### src/source/dcache_macros.svh
`ifndef DCACHE_MACROS_SVH
`define DCACHE_MACROS_SVH

// cache geometry
`define DC_WAY_NUM      2
`define DC_SET_NUM      64
`define DC_LINE_WORDS   4
`define DC_SB_SIZE      4

// derived index widths
`define DC_IDX_W        $clog2(`DC_SET_NUM)
`define DC_WORD_IDX_W   $clog2(`DC_LINE_WORDS)

// address split: word offset 3:2, set index 9:4, tag 31:10
`define DC_WORD_LO      2
`define DC_IDX_LO       (`DC_WORD_LO + `DC_WORD_IDX_W)
`define DC_TAG_LO       (`DC_IDX_LO + `DC_IDX_W)
`define DC_TAG_W        (32 - `DC_TAG_LO)

`endif

### src/source/dcache_lsu_pkg.sv
`default_nettype none

`include "dcache_macros.svh"

package dcache_lsu_pkg;

    // access size of a load or store
    typedef enum logic [1:0] {
        MSIZE_BYTE = 2'd0,
        MSIZE_HALF = 2'd1,
        MSIZE_WORD = 2'd2
    } msize_e;

    // request from the cpu side, strb != 0 marks a store
    typedef struct packed {
        logic [31:0] addr;
        logic [31:0] wdata;
        logic [3:0]  strb;
        logic [3:0]  rmask;
        msize_e      size;
        logic        msigned;
        logic [3:0]  id;
    } lsu_req_t;

    // response back to the cpu side
    typedef struct packed {
        logic [31:0]            rdata;
        logic                   hit;
        logic [`DC_WAY_NUM-1:0] tag_hit;
        logic                   hit_dirty;
        logic                   is_store;
        logic [3:0]             id;
    } lsu_resp_t;

endpackage

`default_nettype wire

### src/source/dcache_mem_pkg.sv
`default_nettype none

`include "dcache_macros.svh"

package dcache_mem_pkg;

    typedef struct packed {
        logic [`DC_TAG_W-1:0] tag;
        logic                 valid;
        logic                 dirty;
    } tag_entry_t;

    // pending store, tag_hit recorded at lookup time
    typedef struct packed {
        logic [31:0]            addr;
        logic [31:0]            data;
        logic [3:0]             strb;
        logic [`DC_WAY_NUM-1:0] tag_hit;
        logic                   valid;
    } sb_entry_t;

    // tag entry padded up to one word
    typedef struct packed {
        logic [31-$bits(tag_entry_t):0] pad;
        tag_entry_t                     tag;
    } tag_word_t;

    // commit payload, tag_we picks the tag view
    typedef union packed {
        tag_word_t   tag_view;
        logic [31:0] word;
    } commit_payload_u;

    typedef struct packed {
        logic [31:0]            addr;
        logic [`DC_WAY_NUM-1:0] way_sel;
        logic                   tag_we;
        logic                   data_we;
        logic [3:0]             strb;
        commit_payload_u        payload;
        logic                   sb_pop;
    } commit_req_t;

endpackage

`default_nettype wire

### src/source/dcache_ctrl.sv
`timescale 1ns/1ps
`default_nettype none

`include "dcache_macros.svh"

module dcache_ctrl
    import dcache_lsu_pkg::*;
    import dcache_mem_pkg::*;
(
    input  wire logic                        clk,
    input  wire logic                        rst_n,
    input  wire logic                        req_valid_i,
    input  wire lsu_req_t                    req_i,
    output logic                             req_ready_o,
    output logic                             resp_valid_o,
    output lsu_resp_t                        resp_o,
    input  wire logic                        resp_ready_i,
    output logic                             rd_en_o,
    output logic      [31:0]                 rd_addr_o,
    output lsu_req_t                         m1_req_o,
    input  wire logic [31:0]                 load_data_i,
    input  wire logic                        load_hit_i,
    input  wire logic [`DC_WAY_NUM-1:0]      tag_hit_i,
    input  wire logic                        hit_dirty_i,
    input  wire logic                        sb_full_i,
    output logic                             sb_push_o,
    output sb_entry_t                        sb_entry_o
);

    logic      hold;
    logic      req_fire;
    logic      resp_fire;
    logic      held_q;
    lsu_resp_t resp_now;
    lsu_resp_t resp_q;

    assign hold        = resp_valid_o && !resp_ready_i;
    assign resp_fire   = resp_valid_o && resp_ready_i;
    assign req_ready_o = !hold && !sb_full_i;
    assign req_fire    = req_valid_i && req_ready_o;

    // re-read the M1 line while the response waits
    assign rd_en_o   = req_fire || hold;
    assign rd_addr_o = hold ? m1_req_o.addr : req_i.addr;

    always_ff @(posedge clk) begin
        if (!rst_n) begin
            resp_valid_o <= 1'b0;
            held_q       <= 1'b0;
        end else begin
            if (req_fire) begin
                resp_valid_o <= 1'b1;
            end else if (resp_fire) begin
                resp_valid_o <= 1'b0;
            end
            held_q <= hold;
        end
    end

    always_ff @(posedge clk) begin
        if (req_fire) begin
            m1_req_o <= req_i;
        end
        if (hold) begin
            resp_q <= resp_o;
        end
    end

    always_comb begin
        resp_now.rdata     = load_data_i;
        resp_now.hit       = load_hit_i;
        resp_now.tag_hit   = tag_hit_i;
        resp_now.hit_dirty = hit_dirty_i;
        resp_now.is_store  = |m1_req_o.strb;
        resp_now.id        = m1_req_o.id;
    end

    // frozen copy once the response has been refused
    assign resp_o = held_q ? resp_q : resp_now;

    assign sb_push_o          = resp_fire && (|m1_req_o.strb);
    assign sb_entry_o.addr    = m1_req_o.addr;
    assign sb_entry_o.data    = m1_req_o.wdata;
    assign sb_entry_o.strb    = m1_req_o.strb;
    assign sb_entry_o.tag_hit = resp_o.tag_hit;
    assign sb_entry_o.valid   = 1'b1;

endmodule

`default_nettype wire

### config.mk
export PLATFORM = sky130hd
export DESIGN_NAME = dcache_ctrl
export DESIGN_NICKNAME = d
export VERILOG_FILES = /design/src/source/dcache_lsu_pkg.sv /design/src/source/dcache_mem_pkg.sv /design/src/source/dcache_ctrl.sv
export VERILOG_INCLUDE_DIRS = /design/src /design/src/source
export SDC_FILE = /design/constraint.sdc
export NUM_CORES = 1
export LEC_CHECK = 0
export BUFFER_PORTS_ARGS = -buffer_cell sky130_fd_sc_hd__buf_2
export CAP_MARGIN = 25
export CORE_AREA = 3 3 135 137
export CTS_CLUSTER_SIZE = 14
export DETAILED_ROUTE_END_ITERATION = 16
export DIE_AREA = 0 0 138 140
export GPL_ROUTABILITY_DRIVEN = 0
export PLACE_DENSITY = 0.73
export SETUP_SLACK_MARGIN = 0.5
export SYNTH_ARGS = -nofsm -noshare
export SYNTH_HDL_FRONTEND = slang
export SYNTH_SLANG_ARGS = --single-unit
### constraint.sdc
create_clock -name clk -period 5.3 [get_ports clk]
set_clock_uncertainty 0.05 [all_clocks]
set_input_delay 0.53 -clock clk [delete_from_list [all_inputs] [get_ports clk]]
set_output_delay 0.53 -clock clk [all_outputs]
set_load 0.1 [all_outputs]
; Word level (Yosys, flattened, before mapping)
; Index checks and enable logic that the tools add are counted.
[word_totals]
ff_bits = 122
out_inout_bits = 227
wordCells = 30
[op_classes]
mux = 4
n_reduce_logical = 11
[op_table]
columns = op, n
row1 = 41-bit two-way mux, 1
row2 = 32-bit two-way mux, 1
row3 = 1-bit logical AND, 5
row4 = 4-bit OR reduction, 1
row5 = 1-bit zero test, 3
row6 = 1-bit two-way mux, 2
row7 = 2-bit nonzero test, 1
row8 = 1-bit logical OR, 1

; Depth between registers and ports, before layout
; Gate-level depths: netlist of run 1.
[logic_depth]
ltp_word = 6
mapped_depth = 5

; Worst setup path after synthesis of run 1
; Ideal clock, no wire load.
[synth_timing]
path_kind = flip-flop to flip-flop
start = register resp_valid_o
end = register m1_req_o[0] (netlist name) (enable)
arrival_time_ns = 5.211
slack_ns = -0.478
stages_incl_launch_ff = 6
path_buffers = 2
period_less_slack_ns = 5.778
cell_sequence = dfxtp_1 > nand2b_1 > buf_2 > buf_6 > inv_1 > nor2_1
[synth_via]
elab_chain_cells = 4
[synth_lines]
columns = item, line
row1 = "start, declared", dcache_ctrl.sv:15  ; output logic resp_valid_o,
row2 = "start signal, assigned", dcache_ctrl.sv:48  ; resp_valid_o <= 1'b0;
row3 = "start signal, assigned", dcache_ctrl.sv:52  ; resp_valid_o <= 1'b1;
row4 = "start signal, assigned", dcache_ctrl.sv:54  ; resp_valid_o <= 1'b0;
row5 = 1-bit logical AND, dcache_ctrl.sv:37  ; assign hold = resp_valid_o && !resp_ready_i;
row6 = via hold, dcache_ctrl.sv:30  ; logic hold;
row7 = 1-bit zero test, dcache_ctrl.sv:39  ; assign req_ready_o = !hold && !sb_full_i;
row8 = 1-bit logical AND, dcache_ctrl.sv:39
row9 = 1-bit logical AND, dcache_ctrl.sv:40  ; assign req_fire = req_valid_i && req_ready_o;
row10 = via req_fire, dcache_ctrl.sv:31  ; logic req_fire;
row11 = "end signal, assigned", dcache_ctrl.sv:62  ; m1_req_o <= req_i;
row12 = "end, declared", dcache_ctrl.sv:20  ; output lsu_req_t m1_req_o,
; The timed path passes the listed nets, and every way through them passes these cells.
; A chain may end at the register's enable or synchronous reset.

; Final worst setup path of run 1
[layout_timing]
start = register resp_valid_o
end = output port req_ready_o
[layout_via]
elab_chain_cells = 3
[layout_lines]
columns = item, line
row1 = 1-bit logical AND, dcache_ctrl.sv:37
row2 = via hold, dcache_ctrl.sv:30
row3 = 1-bit zero test, dcache_ctrl.sv:39
row4 = 1-bit logical AND, dcache_ctrl.sv:39
row5 = "end, declared", dcache_ctrl.sv:14  ; output logic req_ready_o,
; The timed path passes the listed nets, and every way through them passes these cells.

==> metrics.cfg, run 1 <==
[outcome]
outcome=complete, no violations

[final_layout]
area_delta_synth_final_pct=39.3
antenna_cells=0
layout-drive-gt1-share_pct=78.3
finalNetCount=693
final_cells=811
fillers=1598

[clock_network]
ctsHoldBuffers=0
cts_inserted_buffers=17
clk_latency_ns=0.41
clk_pin_slew_worst_paths_ns=0.06
postCtsResizedCells=0
cts_max_path_buffers=2
cts_sinks=122
h-tree-depth=4
postCtsSetupRepairBufs=0
cts_tree=built
cts-root-buf=clkbuf_16

[synthesis]
synth_cells=286
synth_commonest_cells=edfxtp_1 (120), mux2_2 (73), buf_4 (71)
synth_top_family_by_area=multiplexers
yosys.area.top_type=edfxtp_1
synth_nets=406
synth-edff-count=120
yosys.area_share.xor_xnor_pct=0
synth-seq-cells=122
async_reset_ff_share_pct=0
ys.flop_type=edfxtp_1
synthSimpleGateAreaFrac_pct=0.952
syn-cell-area_mm2=0.00512
avgSynthCellArea_um2=17.9
synth.top_cells.by_area=edfxtp_1 (70%), mux2_2 (16%), buf_4 (10%)
yosysTopAreaCellShare_pct=70.3
yosysMostFrequentCell=edfxtp_1
yosys.area_share.adder_pct=0
muxShareOfSynthArea_pct=16.0
synth_compound_area_share_pct=0.146
yosysWarnings=0
ys_types=16
ys_seq_area_share_pct=71.1

[global_routing]
grt_overflow=0
grt_pass1_wl_um=21200
grt_start_max_net_pins=49
grt_usage_pct=14.3
grt_pass1_vias=3478
grt_antenna_before_repair=0

[worst_setup_path]
path_delay_family=simple AND/OR/NAND/NOR gates
rr_startpoint=resp_valid_o
path_class=reg2out
critPathRequiredTime_ns=4.72
crit_arrival_ns=2.35
critical_path.startpoint=resp_valid_o
crit_fanout=35
start_kind=flop
critical_path.cell_chain=nand2b_2 -> inv_2 -> nor2_1 -> buf_2
critPathMaxStageDelay_ns=0.68
slowest_stage=nand2b_2
crit_buf_inv=2
cp-end-kind=output port

[sta]
maxSlewViolCount=0
setup_violations=0
setup_tns_ns=0
worst_pin_slew_ns=0.943
fmax_mhz=342
relSlewSlack_pct=37.2
period_share_pct=55.2
hold_viol=0
hold_ws_ns=0.241
period_minus_slack_ns=2.93
rsz0062_at_grt=no

[detailed_routing]
drt_iter0_markers=170
ant_nets=0
dr.pass1.iters=4
routed_wl_um=14200
viasPerCell=4.13
wl_per_cell_um=17.5
via_count=3348
drc=0

[die]
die_area_mm2=0.0193
die_w_um=138
coreArea_mm2=0.0172
die_height_um=140
initial_utilization_pct=29.8
ioPinCount=347
row_count=48

[placement]
placed_cells=779
io_buffers=345
hpwl_um=11100

[flow_run]
maxCapViolCount=0

[power_and_ir_drop]
irDropWorstVdd_v=0.000209
p_leak_nw=3.10
powerDensity_mw_per_mm2=426

[hold_path]
hp-class=in2reg
hp-start=req_i[36]

## path summary, 6_finish.rpt
path	end	slack, ns	depth (start not counted)
worst max-delay path	req_ready_o	2.37	4
worst min-delay path	m1_req_o[36]	0.24	1
worst max register to register	m1_req_o[64]	2.82	4
worst min register to register	resp_q[14]	0.51	1
## area by class of cell
type	count	area [um2]	share of cell area, %
Clock buffer	17	425	5.96
Clock inverter	15	143	2.00
Inverter	1	3.75	0.0526
Multi-Input combinational cell	83	892	12.5
Sequential cell	122	3640	51.1
Tap cell	225	282	3.94
Timing Repair Buffer	348	1750	24.5
## cells by family after synthesis
logic type / Yosys count
compound gates: 1
mux: 73
buf+inv: 81
simple gates: 8
other cells: 1
flops: 122
## stage by stage
stage	power [W]	instance area, um2	worst slack (ns)	utilization (%)
2_1_floorplan	0.00186	5130	0.852	-
3_3_place_gp	0.00196	6570	2.44	38.3
3_5_place_dp	0.00197	6570	2.39	38.3
4_1_cts	0.00308	7140	2.27	41.6
5_1_grt	0.00314	7140	2.19	41.6
6_report	0.00304	7140	2.37	41.6
## registers in the layout, summed over array words and instances (netlist names)
signal / flops
m1_req_o: 79
resp_q: 41
held_q: 1
resp_valid_o: 1
## power by group
part           switching [W]  internal [W]  total, W
Combinational       0.000702      0.000116  0.000818
Clock               0.000449      0.000652   0.00110
Sequential         0.0000216       0.00110   0.00113
## layer usage
layer | track usage, % | up-vias | part of all wire, %
li1 | - | 1569 | -
met1 | 17.4 | 1560 | 40
met2 | 23.5 | 201 | 49
met3 | 5.39 | 18 | 8.5
met4 | 5.20 | 0 | 1.9
met5 | 0 | - | 0
## layout by cell type (no fill, tap or decap), types with 2 or more instances in the layout
cell        Yosys  routed
clkinv_4        0       6
clkinvlp_4      0       2
inv_6           0       4
mux2_2         73      73
buf_4          71       3
edfxtp_1      120     120
clkbuf_16       0      17
buf_2           5     345
clkinv_2        0       2
Power figures use the tool's default switching activity.
==> run 2: changes to the inputs <==
- ABC_AREA: unset -> 1
- CORE_AREA: 3 3 135 137 -> 3 3 132 134
- DIE_AREA: 0 0 138 140 -> 0 0 135 137
- PLACE_DENSITY: 0.73 -> 0.76
- clock period: 5.3 -> 2.69 ns (I/O delays scaled with it)
==> metrics.cfg, run 2 <==
[worst_setup_path]
crit_arrival_ns=1.85
start_kind=flop
cp-end-kind=output port
critPathRequiredTime_ns=2.37
crit_fanout=34
path_delay_family=buffers and inverters
critPathMaxStageDelay_ns=0.42
crit_buf_inv=2
path_class=reg2out
worst-r2r-cell-count=4
slowest_stage=buf_2
critical_path.cell_chain=nand2_4 -> buf_4 -> nand2_1 -> nand2_1 -> buf_2
cp.depth=5
crit_top_cell=nand2_1

[synthesis]
yosys.area.top_type=edfxtp_1
async_reset_ff_share_pct=0
synth-edff-count=120
synth-seq-cells=122
syn-cell-area_mm2=0.00520
yosysMostFrequentCell=nand2_1
avgSynthCellArea_um2=11.7
ys_types=15
ys.flop_type=edfxtp_1
yosysTopAreaCellShare_pct=69.3
yosysWarnings=0
synth.top_cells.by_area=edfxtp_1 (69%), nand2_1 (16%), buf_4 (11%)
synth_nets=565
synth_cells=445
ys_seq_area_share_pct=70.1
synth_commonest_cells=nand2_1 (222), edfxtp_1 (120), buf_4 (78)

[placement]
dp_slack_ns=0.731
hpwl_um=11300
place_area_mm2=0.00662
io_buffers=345

[clock_network]
clk_pin_slew_worst_paths_ns=0.06
clk_latency_ns=0.40
cts_tree=built
h-tree-depth=4
cts-root-buf=clkbuf_16
cts_inserted_buffers=17
cts_sinks=122
cts_max_path_buffers=2
postCtsSetupRepairBufs=0

[detailed_routing]
routed_wl_um=16300
via_count=4445
ant_nets=0
drc=0
dr.pass1.iters=4
viasPerCell=4.29
drt_iter0_markers=223
wl_per_cell_um=15.7

[final_layout]
finalNetCount=924
largest_reg_flops=79
layout-drive-gt1-share_pct=47.0
area_delta_synth_final_pct=55.5
final_common_cell=buf_2
final_cell_mix=buf_2 (314), nand2_1 (221), edfxtp_1 (120)
top_register=m1_req_o
largestRegisters=m1_req_o (79), resp_q (41)
final_core_util_pct=49.3
stdcell_area_mm2=0.00809
antenna_cells=0
fillers=1422

[flow_run]
maxCapViolCount=0

[global_routing]
grt_antenna_before_repair=0
grt_pass1_wl_um=23200
grt_overflow=0
grt_usage_pct=16.5
grt_start_max_net_pins=80
grt_pass1_vias=4292

[power_and_ir_drop]
p_comb_share_pct=28.3
p_clk_share_pct=36.4
switching_power_w=0.00236
power.internal_w=0.00394
power_switching_share_pct=37.4
pwr-share-seq_pct=35.2
p_leak_nw=3.82
powerDensity_mw_per_mm2=778
irDropWorstVdd_v=0.000495

[sta]
maxSlewViolCount=0
fmax_mhz=462
worst_pin_slew_ns=0.546
hold_viol=0
period_share_pct=80.5
relSlewSlack_pct=63.9
setup_violations=0
period_minus_slack_ns=2.17
setup_tns_ns=0
rsz0062_at_grt=yes
setup_slack_ns=0.524

[die]
initial_utilization_pct=31.7
coreArea_mm2=0.0164
ioPinCount=347
die_area_mm2=0.0185
die_height_um=137
die_w_um=135
row_count=47

[hold_path]
hp-class=in2reg
min_delay_path_depth=3

[outcome]
outcome=complete, no violations

## run 2: changes by cell type after synthesis, moves of 2 or more
cell      previous run  this run
mux2_2              73         0
inv_1                1         4
nand2b_1             2         0
nand2_1              1       222
nor2_1               2         4
buf_4               71        78
## run 2: cells by family after synthesis
| group | share of synthesized area [%] |
|---|---|
| other cells | 0.0721 |
| flops | 70.1 |
| compound gates | 0.192 |
| simple gates | 16.7 |
| buf+inv | 12.9 |
## run 2: path summary, 6_finish.rpt
kind,startpoint,end,slack [ns]
worst max-delay path,resp_valid_o,rd_addr_o[20],0.52
worst min-delay path,rst_n,resp_valid_o,0.04
worst max register to register,resp_valid_o,m1_req_o[3],0.81
worst min register to register,resp_q[1],resp_q[1],0.49
## run 2: final cells by class
cell class / count / area (um2) / area share (%)
flip-flops and latches: 122 / 3650 / 45.1
repair buffers: 426 / 2620 / 32.4
multi-input cells: 231 / 903 / 11.2
clock buffers: 18 / 429 / 5.31
well taps: 220 / 275 / 3.40
clock inverters: 14 / 170 / 2.10
inverters: 6 / 37.5 / 0.464
## run 2: what timing repair did
item,in CTS,in global routing
endpoints found under the hold margin,77,1
hold buffers,77,1
endpoints found under the setup margin,73,74
resized for setup,2,33
## run 2: metrics by stage
step,std cells,hold WS (ns),total power [W]
floorplan,445,0.316,0.00369
detailed placement,927,0.397,0.00392
global route,1037,0.00870,0.00649
CTS,1036,0.00234,0.00632
finish,1037,0.0353,0.00629
global placement,927,0.395,0.00391
## run 2: power groups by stage
| stage | sequential (W) | combinational (W) | clock [W] |
|---|---|---|---|
| finish | 0.00222 | 0.00178 | 0.00229 |
| global route | 0.00223 | 0.00183 | 0.00243 |
| CTS | 0.00222 | 0.00176 | 0.00234 |
| detailed placement | 0.00226 | 0.00167 | 0 |
| global placement | 0.00225 | 0.00166 | 0 |
| floorplan | 0.00261 | 0.00108 | 0 |
## run 2: worst min-delay path, delay by kind of cell
kind          cells  cell delay, ns
buf+inv           2            0.14
simple gates      1            0.05
## run 2: routing by layer
metal	up-vias	share of wire, %	GRT usage, %
li1	2118	-	-
met1	2047	39	19.4
met2	256	51	28.6
met3	24	8.4	4.93
met4	0	2.0	6.61
met5	-	0	0
