===== src/source/dcache_macros.svh =====
`ifndef DCACHE_MACROS_SVH
`define DCACHE_MACROS_SVH

// cache geometry
`define DC_WAY_NUM      2
`define DC_SET_NUM      64
`define DC_LINE_WORDS   4
`define DC_SB_SIZE      4

// derived index widths
`define DC_IDX_W        $clog2(`DC_SET_NUM)
`define DC_WORD_IDX_W   $clog2(`DC_LINE_WORDS)

// address split: word offset 3:2, set index 9:4, tag 31:10
`define DC_WORD_LO      2
`define DC_IDX_LO       (`DC_WORD_LO + `DC_WORD_IDX_W)
`define DC_TAG_LO       (`DC_IDX_LO + `DC_IDX_W)
`define DC_TAG_W        (32 - `DC_TAG_LO)

`endif


===== src/source/dcache_mem_pkg.sv =====
`default_nettype none

`include "dcache_macros.svh"

package dcache_mem_pkg;

    typedef struct packed {
        logic [`DC_TAG_W-1:0] tag;
        logic                 valid;
        logic                 dirty;
    } tag_entry_t;

    // pending store, tag_hit recorded at lookup time
    typedef struct packed {
        logic [31:0]            addr;
        logic [31:0]            data;
        logic [3:0]             strb;
        logic [`DC_WAY_NUM-1:0] tag_hit;
        logic                   valid;
    } sb_entry_t;

    // tag entry padded up to one word
    typedef struct packed {
        logic [31-$bits(tag_entry_t):0] pad;
        tag_entry_t                     tag;
    } tag_word_t;

    // commit payload, tag_we picks the tag view
    typedef union packed {
        tag_word_t   tag_view;
        logic [31:0] word;
    } commit_payload_u;

    typedef struct packed {
        logic [31:0]            addr;
        logic [`DC_WAY_NUM-1:0] way_sel;
        logic                   tag_we;
        logic                   data_we;
        logic [3:0]             strb;
        commit_payload_u        payload;
        logic                   sb_pop;
    } commit_req_t;

endpackage

`default_nettype wire


===== src/source/dcache_store_buffer.sv =====
`timescale 1ns/1ps
`default_nettype none

module dcache_store_buffer
    import dcache_mem_pkg::*;
#(
    parameter int unsigned SB_SIZE = 4
) (
    input  wire logic                      clk,
    input  wire logic                      rst_n,
    input  wire logic                      push_i,
    input  wire sb_entry_t                 push_entry_i,
    input  wire logic                      pop_i,
    output sb_entry_t                      head_o,
    output sb_entry_t [SB_SIZE-1:0]        entries_o,
    output logic                           full_o,
    output logic                           empty_o
);

    localparam int unsigned PTR_W = (SB_SIZE > 1) ? $clog2(SB_SIZE) : 1;
    localparam int unsigned CNT_W = $clog2(SB_SIZE + 1);

    sb_entry_t        slots [SB_SIZE];
    logic [PTR_W-1:0] head_q;
    logic [PTR_W-1:0] tail_q;
    logic [CNT_W-1:0] count_q;
    logic [CNT_W-1:0] count_next;
    logic             pop_ok;
    logic             push_ok;

    function automatic logic [PTR_W-1:0] ptr_inc(input logic [PTR_W-1:0] ptr);
        return (ptr == PTR_W'(SB_SIZE - 1)) ? '0 : ptr + 1'b1;
    endfunction

    assign empty_o    = (count_q == '0);
    assign pop_ok     = pop_i && !empty_o;
    // a push into a full buffer only lands when a pop frees a slot
    assign push_ok    = push_i && (count_q != CNT_W'(SB_SIZE) || pop_ok);
    assign count_next = count_q + CNT_W'(push_ok) - CNT_W'(pop_ok);

    // also high when this cycle's push fills the last slot
    assign full_o = (count_q == CNT_W'(SB_SIZE)) || (count_next == CNT_W'(SB_SIZE));

    always_ff @(posedge clk) begin
        if (!rst_n) begin
            head_q  <= '0;
            tail_q  <= '0;
            count_q <= '0;
        end else begin
            if (push_ok) begin
                tail_q <= ptr_inc(tail_q);
            end
            if (pop_ok) begin
                head_q <= ptr_inc(head_q);
            end
            count_q <= count_next;
        end
    end

    always_ff @(posedge clk) begin
        if (push_ok) begin
            slots[tail_q] <= push_entry_i;
        end
    end

    // oldest entry first, valid from the occupancy count
    always_comb begin
        for (int i = 0; i < SB_SIZE; i++) begin
            entries_o[i]       = slots[(int'(head_q) + i) % SB_SIZE];
            entries_o[i].valid = (i < int'(count_q));
        end
    end

    assign head_o = entries_o[0];

endmodule

`default_nettype wire


===== config.mk =====
export PLATFORM = sky130hd
export DESIGN_NAME = dcache_store_buffer
export DESIGN_NICKNAME = d
export VERILOG_FILES = /design/src/source/dcache_mem_pkg.sv /design/src/source/dcache_store_buffer.sv
export VERILOG_INCLUDE_DIRS = /design/src /design/src/source
export SDC_FILE = /design/constraint.sdc
export NUM_CORES = 1
export LEC_CHECK = 0
export BUFFER_PORTS_ARGS = -buffer_cell sky130_fd_sc_hd__buf_2
export CAP_MARGIN = 20
export CORE_MARGIN = 2
export CORE_UTILIZATION = 58
export DETAILED_ROUTE_END_ITERATION = 8
export PLACE_DENSITY = 0.92
export SYNTH_ARGS = -nofsm -noshare
export SYNTH_HDL_FRONTEND = slang
export SYNTH_SLANG_ARGS = --single-unit

===== constraint.sdc =====
create_clock -name clk -period 5.93 [get_ports clk]
set_input_delay 1.186 -clock clk [delete_from_list [all_inputs] [get_ports clk]]
set_output_delay 1.186 -clock clk [all_outputs]
set_load 0.01 [all_outputs]

# Yosys cells after proc, flatten, opt, wreduce, memory -nomap -nowiden
# Memory sizes are Yosys's and may differ from the RTL's. A register that Yosys moved wholly into a read port is not among the register bits.
# Index checks and enable logic that the tools add are counted.
[op_classes]
eq_ne = 5
muxes = 6
addsub = 7
reduce_logical = 6
order_cmp = 4
[ops]
columns = ["op", "count"]
rows = [
  ["$mux 2", 4],
  ["$add 2x1->2 const B", 3],
  ["$eq 3x3->1 const B", 2],
  ["$lt 1x3->1 const A", 2],
  ["$lt 2x3->1 const A", 2],
  ["$add 2x2->2 const B", 2],
  ["$eq 2x2->1 const B", 2],
  ["$add 3x1->3", 1],
  ["$logic_not 3->1", 1],
  ["$ne 3x3->1 const B", 1],
  ["$sub 3x1->3", 1],
  ["$logic_and 1x1->1", 2],
  ["$logic_or 1x1->1", 2],
  ["$mux 1", 2],
  ["$logic_not 1->1", 1],
]
[totals]
reg_bits = 7
input_bits = 75
wordCells = 32
mem_count = 1
ramBits = 284
[mem_list]
columns = ["memory", "depth", "width", "rd", "rd_clocked_by_memory_dff", "wr", "line_no", "rtl"]
rows = [
  ["slots", 4, 71, 4, 1, 1, "dcache_store_buffer.sv:23", "sb_entry_t slots [SB_SIZE];"],
]

# Longest topological paths before layout
# Gate-level depths: netlist (run 1).
[logic_depth]
word_depth = 9
ltp_mapped = 7

# Worst setup path after synthesis (run 1)
# OpenSTA, ideal clock, no wires.
[synth_timing]
kind = "input port to output port"
from = "in pop_i"
to = "out full_o"
required_ns = 4.744
setup_slack_ns = 1.764
n_path_buf = 0
t_arrival_ns = 2.980
path_stages = 7
path_cell_list = "or4b_1 -> nand3_1 -> nand2_1 -> ha_1 -> fa_1 -> xor2_1 -> o31ai_1"
[synth_between]
elab_chain_cells = 7
[synth_rtl]
columns = ["element", "line_no", "rtl"]
rows = [
  ["start: declaration", "dcache_store_buffer.sv:13", "input wire logic pop_i,"],
  ["$logic_and 1x1->1 *", "dcache_store_buffer.sv:36", "assign pop_ok = pop_i && !empty_o;"],
  ["$logic_or 1x1->1", "dcache_store_buffer.sv:38", "assign push_ok = push_i && (count_q != CNT_W'(SB_SIZE) || pop_ok);"],
  ["$logic_and 1x1->1", "dcache_store_buffer.sv:38", ""],
  ["$add 3x1->3", "dcache_store_buffer.sv:39", "assign count_next = count_q + CNT_W'(push_ok) - CNT_W'(pop_ok);"],
  ["$sub 3x1->3 *", "dcache_store_buffer.sv:39", ""],
  ["$eq 3x3->1 *", "dcache_store_buffer.sv:42", "assign full_o = (count_q == CNT_W'(SB_SIZE)) || (count_next == CNT_W'(SB_SIZE));"],
  ["$logic_or 1x1->1 *", "dcache_store_buffer.sv:42", ""],
  ["end: declaration", "dcache_store_buffer.sv:16", "output logic full_o,"],
]
# Mark *: on every way between the ends. The rest lies on a longest branch, timed or not.

==> results.ini, run 1 <==
[worst_setup_path]
path_cells=ha_4, buf_12, mux4_2, buf_2
cp.required_ps=4740
slowest_stage=ha_4
rrSetupSlack_ps=3330
worstSetupEndpoint=entries_o[100]
crit_type=flip-flop to output pin
r2r-start=head_q[0]
crit_arrival_ps=3450
path_max_fanout=75
ff2ff_path_depth=4
cp-startpoint=head_q[0]
critPathCaptureType=output pin
max_stage_delay_ps=870
r2r_end=head_q[1]
startpoint_type=flip-flop

[yosys]
synth_seq_cells=289
synthTopCellsByArea=edfxtp_1 51%, mux4_2 39%, buf_4 3.6%
ys_types=28
syn_avg_cell_area_sq_um=21.7
synth_top_area_share_pct=51.4
synthAdderAreaFrac_pct=0.735
synthCells=753
yosys.area_share.simple_pct=0.735
synthesis.nets=837
ys_seq_area_share_pct=52.5
synth_warnings=0
muxShareOfSynthArea_pct=38.6
syn_area_sq_mm=0.0164
synth_xor_area_share_pct=0.0536
synth_top_cell_by_area=edfxtp_1
synth_top_family_by_area=multiplexers
synth_compound_area_share_pct=0.306

[timing]
slew_violations=0
min_period_ps=4630
hold_viol=0
skew_ps=9.88
setup_viol=0
rsz0062_at_grt=false
setup_slack_ps=1300
fmax_mhz=216
worst_pin_slew_ps=982
fin_crit_sh_pct=78.1
maxSlewHeadroom_pct=34.5
tns_ps=0
whs_ps=533

[floorplan]
start_util_pct=58.9
io_pins=432
dieArea_sq_mm=0.0296
die_h_um=172
die_w_um=172
row_count=61
coreArea_sq_mm=0.0278

[global_routing]
antenna_found_initial=7
grt_use_total_pct=27.1
grt.busiest_layer=met2
grt_use_met3_pct=5.10
grt_use_met1_pct=34.4
grtUsageMet2_pct=46.9
grt_start_max_net_pins=122
overflow=0
grt_pass1_vias=9840
grt_pass1_wl_mm=59.6

[final_layout]
area_delta_synth_final_pct=15.8
layout.nets=1173
drive_gt1_share_pct=69.5
post-route-util_pct=68.1
nFillCells=1845

[min_path]
holdPathStages=2
min_path_type=flip-flop to flip-flop

[placement]
gp_congestion=0.818
port_buffers=430
place_ws_ps=1530
place_hpwl_mm=26.1

[detailed_routing]
drtIter0Drc=912
vias=10100
route.detailed.drc=0
ant_nets=0
drt_pass1_iterations=7
vias_per_cell=6.72
drt-total-wl_mm=40.3
post_drt_wl_per_cell_um=26.9

[cts]
post_cts_buffers=0
clk_latency_ps=550
ctsHoldBuffers=0
cts_tree=done
cts_max_level=1
clkSinkCount=289
cts_buffers=29
clock_path_buffers=3
cts_resized=0
root_buffer=clkbuf_16
clk_pin_slew_ps=60

[pwr]
p_leak_nw=6.50
power.total_mw=8.42
peakVddDrop_mv=0.415
power_density_mw_per_mm2=445

[run_status]
status=finished clean

[flow_run]
cap_violations=0

[metal layers]
metal  share of wire, %  up-vias  wire length, um
met4                2.6        0             1060
met3                9.8       69             3970
met2                 54      738            21900
met1                 33     5245            13400
met5                  0        -                0
li1                   -     3998                -
[synth_stat cells (all sizes together)]
| cell | n |
|---|---|
| a21oi | 4 |
| and2 | 2 |
| and3 | 4 |
| buf | 132 |
| clkbuf | 4 |
| dfxtp | 9 |
| edfxtp | 280 |
| fa | 1 |
| ha | 8 |
| inv | 8 |
| mux4 | 280 |
| nand2 | 4 |
| nand2b | 1 |
| nand3 | 4 |
| nor2 | 1 |
| nor3 | 1 |
| nor4b | 1 |
| o21ai | 3 |
| o31ai | 2 |
| or3 | 1 |
| or4 | 1 |
| or4b | 1 |
| xor2 | 1 |
[cells by family after synthesis]
logic type | after synthesis
flops | 289
mux | 280
buf+inv | 144
simple gates | 21
compound gates | 9
fa+ha+maj | 9
xor+xnor | 1
[through the flow]
stage | cell area, sq um | cells
final | 18900 | 1496
after global routing | 18900 | 1494
after CTS | 18900 | 1488
after detailed placement | 18000 | 1436
after global placement | 18000 | 1436
after floorplan | 16400 | 753
[state kept, by name, indices dropped and copies added, names as in the netlist, named ones only]
signal	count
slots	280
head_q	2
tail_q	2
count_q	3
[cells in the final DEF, fill, tap and decap left out, drive strengths merged, types with 4 or more instances in the layout]
cell type | netlist | routed
buf | 132 | 441
mux4 | 280 | 280
edfxtp | 280 | 280
clkbuf | 4 | 38
clkinv | 0 | 10
inv | 8 | 9
dfxtp | 9 | 9
diode | 0 | 8
ha | 8 | 8
nand3 | 4 | 4
nand2 | 4 | 4
and3 | 4 | 4
a21oi | 4 | 4
[critical path: cells and delay by family (launching register included)]
family / cells / cell delay, ps
adder cells (fa/ha/maj): 1 / 870
flip-flops: 1 / 850
buffers and inverters: 2 / 570
multiplexers: 1 / 410
[power by group]
group	switching, mW	total [mW]	internal [mW]
clock	0.733	1.76	1.03
combinational	2.01	3.97	1.96
sequential	0.264	2.69	2.43
total	3.00	8.42	5.41
[area by class of cell]
| type | count | area (sq um) | area share [%] |
|---|---|---|---|
| Sequential cell | 289 | 8600 | 45.4 |
| Inverter | 8 | 30.0 | 0.159 |
| Clock inverter | 14 | 146 | 0.773 |
| Clock buffer | 38 | 759 | 4.01 |
| Timing Repair Buffer | 441 | 2260 | 11.9 |
| Tap cell | 378 | 473 | 2.50 |
| Multi-Input combinational cell | 320 | 6640 | 35.1 |
| Antenna cell | 8 | 20.0 | 0.106 |
[worst min path at each step]
| stage | startpoint | slack [ps] | endpoint |
|---|---|---|---|
| floorplan | tail_q[1] | 490 | tail_q[1] |
| detailed placement | tail_q[1] | 530 | tail_q[1] |
| global placement | tail_q[1] | 520 | tail_q[1] |
| finish | tail_q[1] | 530 | tail_q[1] |
| global route | tail_q[1] | 560 | tail_q[1] |
| CTS | tail_q[1] | 540 | tail_q[1] |
No activity file was read; power rests on OpenSTA's default activity.
==> inputs of run 2 (changes only) <==
--- a/config.mk
+++ b/config.mk
@@ -9,9 +9,9 @@
 export BUFFER_PORTS_ARGS = -buffer_cell sky130_fd_sc_hd__buf_2
 export CAP_MARGIN = 20
 export CORE_MARGIN = 2
-export CORE_UTILIZATION = 58
+export CORE_UTILIZATION = 49
 export DETAILED_ROUTE_END_ITERATION = 8
-export PLACE_DENSITY = 0.92
+export PLACE_DENSITY = 0.83
 export SYNTH_ARGS = -nofsm -noshare
 export SYNTH_HDL_FRONTEND = slang
 export SYNTH_SLANG_ARGS = --single-unit
==> constraint.sdc (replaced) <==
create_clock -name clk -period 4 [get_ports clk]
set_input_delay 0.8 -clock clk [delete_from_list [all_inputs] [get_ports clk]]
set_output_delay 0.8 -clock clk [all_outputs]
set_load 0.01 [all_outputs]
==> results.ini, run 2 (same netlist as run 1, synthesis figures left out) <==
[cts]
cts_buffers=30
root_buffer=clkbuf_16
cts_max_level=1
clk_pin_slew_ps=60
clkSinkCount=289
clk_latency_ps=560
cts_tree=done
post_cts_buffers=0
clock_path_buffers=3
ctsHoldBuffers=0

[timing]
fmax_mhz=260
skew_ps=23.2
rsz0062_at_grt=false
maxSlewHeadroom_pct=49.6
fin_crit_sh_pct=96.2
setup_viol=0
tns_ps=0
min_period_ps=3850
worst_pin_slew_ps=756
slew_violations=0
hold_viol=0

[final_layout]
final_area_sq_mm=0.0193
regArea_sq_mm=0.00860
final_common_cell=buf_2
layout.nets=1177
nFillCells=2374
largest_reg_flops=280
final_cell_mix=430 x buf_2, 280 x mux4_2, 280 x edfxtp_1, 30 x clkbuf_16, 10 x buf_12
area_delta_synth_final_pct=18.1
stdcell_count=1565
multi_input_area_sq_mm=0.00664
drive_gt1_share_pct=69.9
top_register=slots
post-route-util_pct=59.1
reg_top3=slots (280), count_q (3)

[detailed_routing]
post_drt_wl_per_cell_um=24.5
route.detailed.drc=0
ant_nets=0
vias_per_cell=6.26
vias=9799
drt-total-wl_mm=38.4
drt_pass1_iterations=5
drtIter0Drc=669

[run_status]
status=finished clean

[global_routing]
overflow=0
grt_pass1_vias=9608
grt_use_total_pct=21.5
antenna_found_initial=8
grt_start_max_net_pins=93
grt_pass1_wl_mm=57.7

[floorplan]
io_pins=432
dieArea_sq_mm=0.0348
coreArea_sq_mm=0.0327
row_count=66
start_util_pct=50.0
die_w_um=187
die_h_um=187

[pwr]
power_density_mw_per_mm2=666
power.total_mw=12.9
p_leak_nw=6.63
peakVddDrop_mv=0.506

[worst_setup_path]
slowest_stage=or4b_1
path_max_fanout=7
startpoint_type=flip-flop
max_stage_delay_ps=600
crit_arrival_ps=3050
path_cells=or4b_1, nand3_1, nand2_1, ha_1, fa_1, xor2_1, o31ai_1, buf_2
cp.required_ps=3200
critPathCaptureType=output pin
crit_type=flip-flop to output pin

[min_path]
min_path_type=primary input to flip-flop

[placement]
place_hpwl_mm=25.6
dp.cells=1503
gp_congestion=0.788
port_buffers=430
placed_area_sq_mm=0.0182

[flow_run]
cap_violations=0

-- run 2: path summary, 6_finish.rpt --
check / from / endpoint / slack (ps) / depth (start not counted)
worst min-delay path: push_entry_i[48] / slots[3][48] / 450 / 1
worst max register to register: count_q[2] / count_q[2] / 1720 / 7
worst min register to register: tail_q[0] / tail_q[0] / 560 / 2
worst max-delay path: count_q[2] / full_o / 150 / 8
-- run 2: critical path: cells and delay by family, from the launching register on --
family | cells | cell delay (ps)
AO/OA/AOI/OAI | 1 | 220
AND/OR/NAND/NOR | 3 | 830
adder cells (fa/ha/maj) | 2 | 610
XOR/XNOR | 1 | 190
buffers and inverters | 1 | 180
flip-flops | 1 | 450
-- run 2: what timing repair did --
action / 4_1_cts / 5_1_grt
gates resized for setup: 0 / 1
hold endpoints to repair: 0 / 0
setup endpoints to repair: 0 / 1
-- run 2: report_power, final --
| part | total (mW) | internal (mW) | switching [mW] |
|---|---|---|---|
| clock network | 3.01 | 1.89 | 1.13 |
| registers | 3.93 | 3.60 | 0.331 |
| logic | 5.92 | 2.95 | 2.97 |
-- run 2: cell type report --
class                   instances  area share, %
flip-flops and latches        289           44.5
multi-input cells             320           34.4
repair buffers                444           12.3
clock buffers                  33           3.95
well taps                     442           2.86
clock inverters                23           1.69
inverters                       8          0.155
diodes                          6         0.0777
-- run 2: metal layers --
| layer | vias to the layer above | wire length (um) | GRT usage (%) |
|---|---|---|---|
| li1 | 4003 | - | - |
| met1 | 5108 | 13500 | 26.9 |
| met2 | 598 | 20100 | 36.8 |
| met3 | 84 | 3570 | 5.00 |
| met4 | 6 | 1180 | 8.36 |
| met5 | - | 33 | 0 |
-- run 2: per-stage QoR --
stage / hold WS (ps) / setup slack (ps)
2_1_floorplan: 487 / 606
3_3_place_gp: 512 / 356
3_5_place_dp: 536 / 305
4_1_cts: 421 / 100
5_1_grt: 428 / 16.8
6_report: 449 / 151
==> inputs of run 3 (changes only) <==
--- a/config.mk
+++ b/config.mk
@@ -8,6 +8,7 @@
 export LEC_CHECK = 0
 export BUFFER_PORTS_ARGS = -buffer_cell sky130_fd_sc_hd__buf_2
 export CAP_MARGIN = 20
+export CORE_ASPECT_RATIO = 0.8
 export CORE_MARGIN = 2
 export CORE_UTILIZATION = 49
 export DETAILED_ROUTE_END_ITERATION = 8
==> results.ini, run 3 (same netlist as run 1, synthesis figures left out) <==
[run_status]
status=finished clean

[pwr]
p_switching_mw=4.51
p_seq_share_pct=31.1
switching_share_pct=35.8
p_leak_nw=6.59
clkPwrFrac_pct=21.3
p_int_mw=8.10
power_density_mw_per_mm2=657
comb_power_share_pct=47.6
peakVddDrop_mv=0.683

[final_layout]
layout.nets=1182
largest_reg_flops=280
final_common_cell=buf_2
area_delta_synth_final_pct=17.3
nFillCells=2302
post-route-util_pct=58.7
top_register=slots
final_area_sq_mm=0.0192
stdcell_count=1553
final_cell_mix=430 x buf_2, 280 x mux4_2, 280 x edfxtp_1, 31 x clkbuf_16, 10 x buf_12
drive_gt1_share_pct=69.7
reg_top3=slots (280), count_q (3)

[worst_setup_path]
crit_arrival_ps=2990
startpoint_type=flip-flop
path_max_fanout=6
crit_type=flip-flop to output pin
critPathCaptureType=output pin
cp.required_ps=3200

[placement]
gp_congestion=0.817
dp.cells=1493
place_ws_ps=330
place_hpwl_mm=27.5
port_buffers=430
placed_area_sq_mm=0.0182

[global_routing]
grt_use_total_pct=23.1
antenna_found_initial=7
overflow=0
grt_pass1_vias=9956
grt_start_max_net_pins=87
grt_pass1_wl_mm=61.4

[cts]
root_buffer=clkbuf_16
clock_path_buffers=3
cts_tree=done
post_cts_buffers=0
cts_resized=0
clk_latency_ps=550
clkSinkCount=289
clk_pin_slew_ps=60
cts_buffers=30
cts_max_level=1
ctsHoldBuffers=0

[min_path]
min_path_type=primary input to flip-flop

[timing]
setup_slack_ps=215
setup_viol=0
fin_crit_sh_pct=94.6
tns_ps=0
skew_ps=8.04
hold_viol=0
min_period_ps=3790
slew_violations=0
worst_pin_slew_ps=706
maxSlewHeadroom_pct=52.9
rsz0062_at_grt=false
fmax_mhz=264

[detailed_routing]
vias=9976
drtIter0Drc=1070
ant_nets=0
drt_pass1_iterations=5
vias_per_cell=6.42
post_drt_wl_per_cell_um=26.0
drt-total-wl_mm=40.4
route.detailed.drc=0

[floorplan]
die_h_um=167
dieArea_sq_mm=0.0349
start_util_pct=50.0
coreArea_sq_mm=0.0327
die_w_um=208
row_count=59
io_pins=432

[flow_run]
cap_violations=0

==> run 3: cell types whose count changed in the layout (fill, tap and decap cells not counted), moves of 2 or more <==
cell       before  now
diode_2         6    4
buf_4           4    9
bufinv_16       8    2
clkbuf_1        3    5
==> run 3: area by class of cell <==
cell class	instances	area [sq um]	area share [%]
sequential	289	8600	44.8
multi-input combinational	320	6640	34.6
timing repair buffer	449	2420	12.6
clock buffer	36	795	4.14
tap	427	534	2.78
clock inverter	20	158	0.822
inverter	8	30.0	0.157
antenna	4	10.0	0.0522
==> run 3: metal layers <==
| metal | share of wire, % | wire length, um | vias up | track usage, % |
|---|---|---|---|---|
| met4 | 2.8 | 1130 | 4 | 6.98 |
| li1 | - | - | 4011 | - |
| met1 | 37 | 14800 | 5225 | 30.5 |
| met5 | 0.072 | 29 | - | 0 |
| met2 | 50 | 20400 | 664 | 37.9 |
| met3 | 10 | 4060 | 72 | 6.38 |
==> run 3: worst max-delay path, cell delays in order, from the launching register on <==
cell     delay (ps)
dfxtp_1         370
or4b_1          660
nand3_1         150
nand2_1          70
ha_1            190
fa_1            400
xor2_1          180
o31ai_1         230
buf_2           180
==> run 3: path summary, 6_finish.rpt <==
check	start	slack (ps)	endpoint	cells past startpoint
min	push_entry_i[25]	460	slots[1][25]	1
max reg2reg	count_q[0]	1770	count_q[2]	7
min reg2reg	tail_q[1]	540	tail_q[1]	2
max	count_q[0]	210	full_o	8
==> run 3: power groups by stage <==
stage / Combinational (mW) / Clock (mW) / Sequential, mW
floorplan: 4.60 / 0 / 3.78
global placement: 5.99 / 0 / 3.95
detailed placement: 6.03 / 0 / 3.98
CTS: 6.07 / 2.75 / 3.92
global route: 6.38 / 2.87 / 3.97
finish: 6.00 / 2.69 / 3.93
==> run 3: per-stage QoR <==
step                hold slack [ps]  power (mW)
floorplan                       487        8.38
global placement                518        9.94
detailed placement              527        10.0
CTS                             421        12.7
global route                    426        13.2
finish                          459        12.6
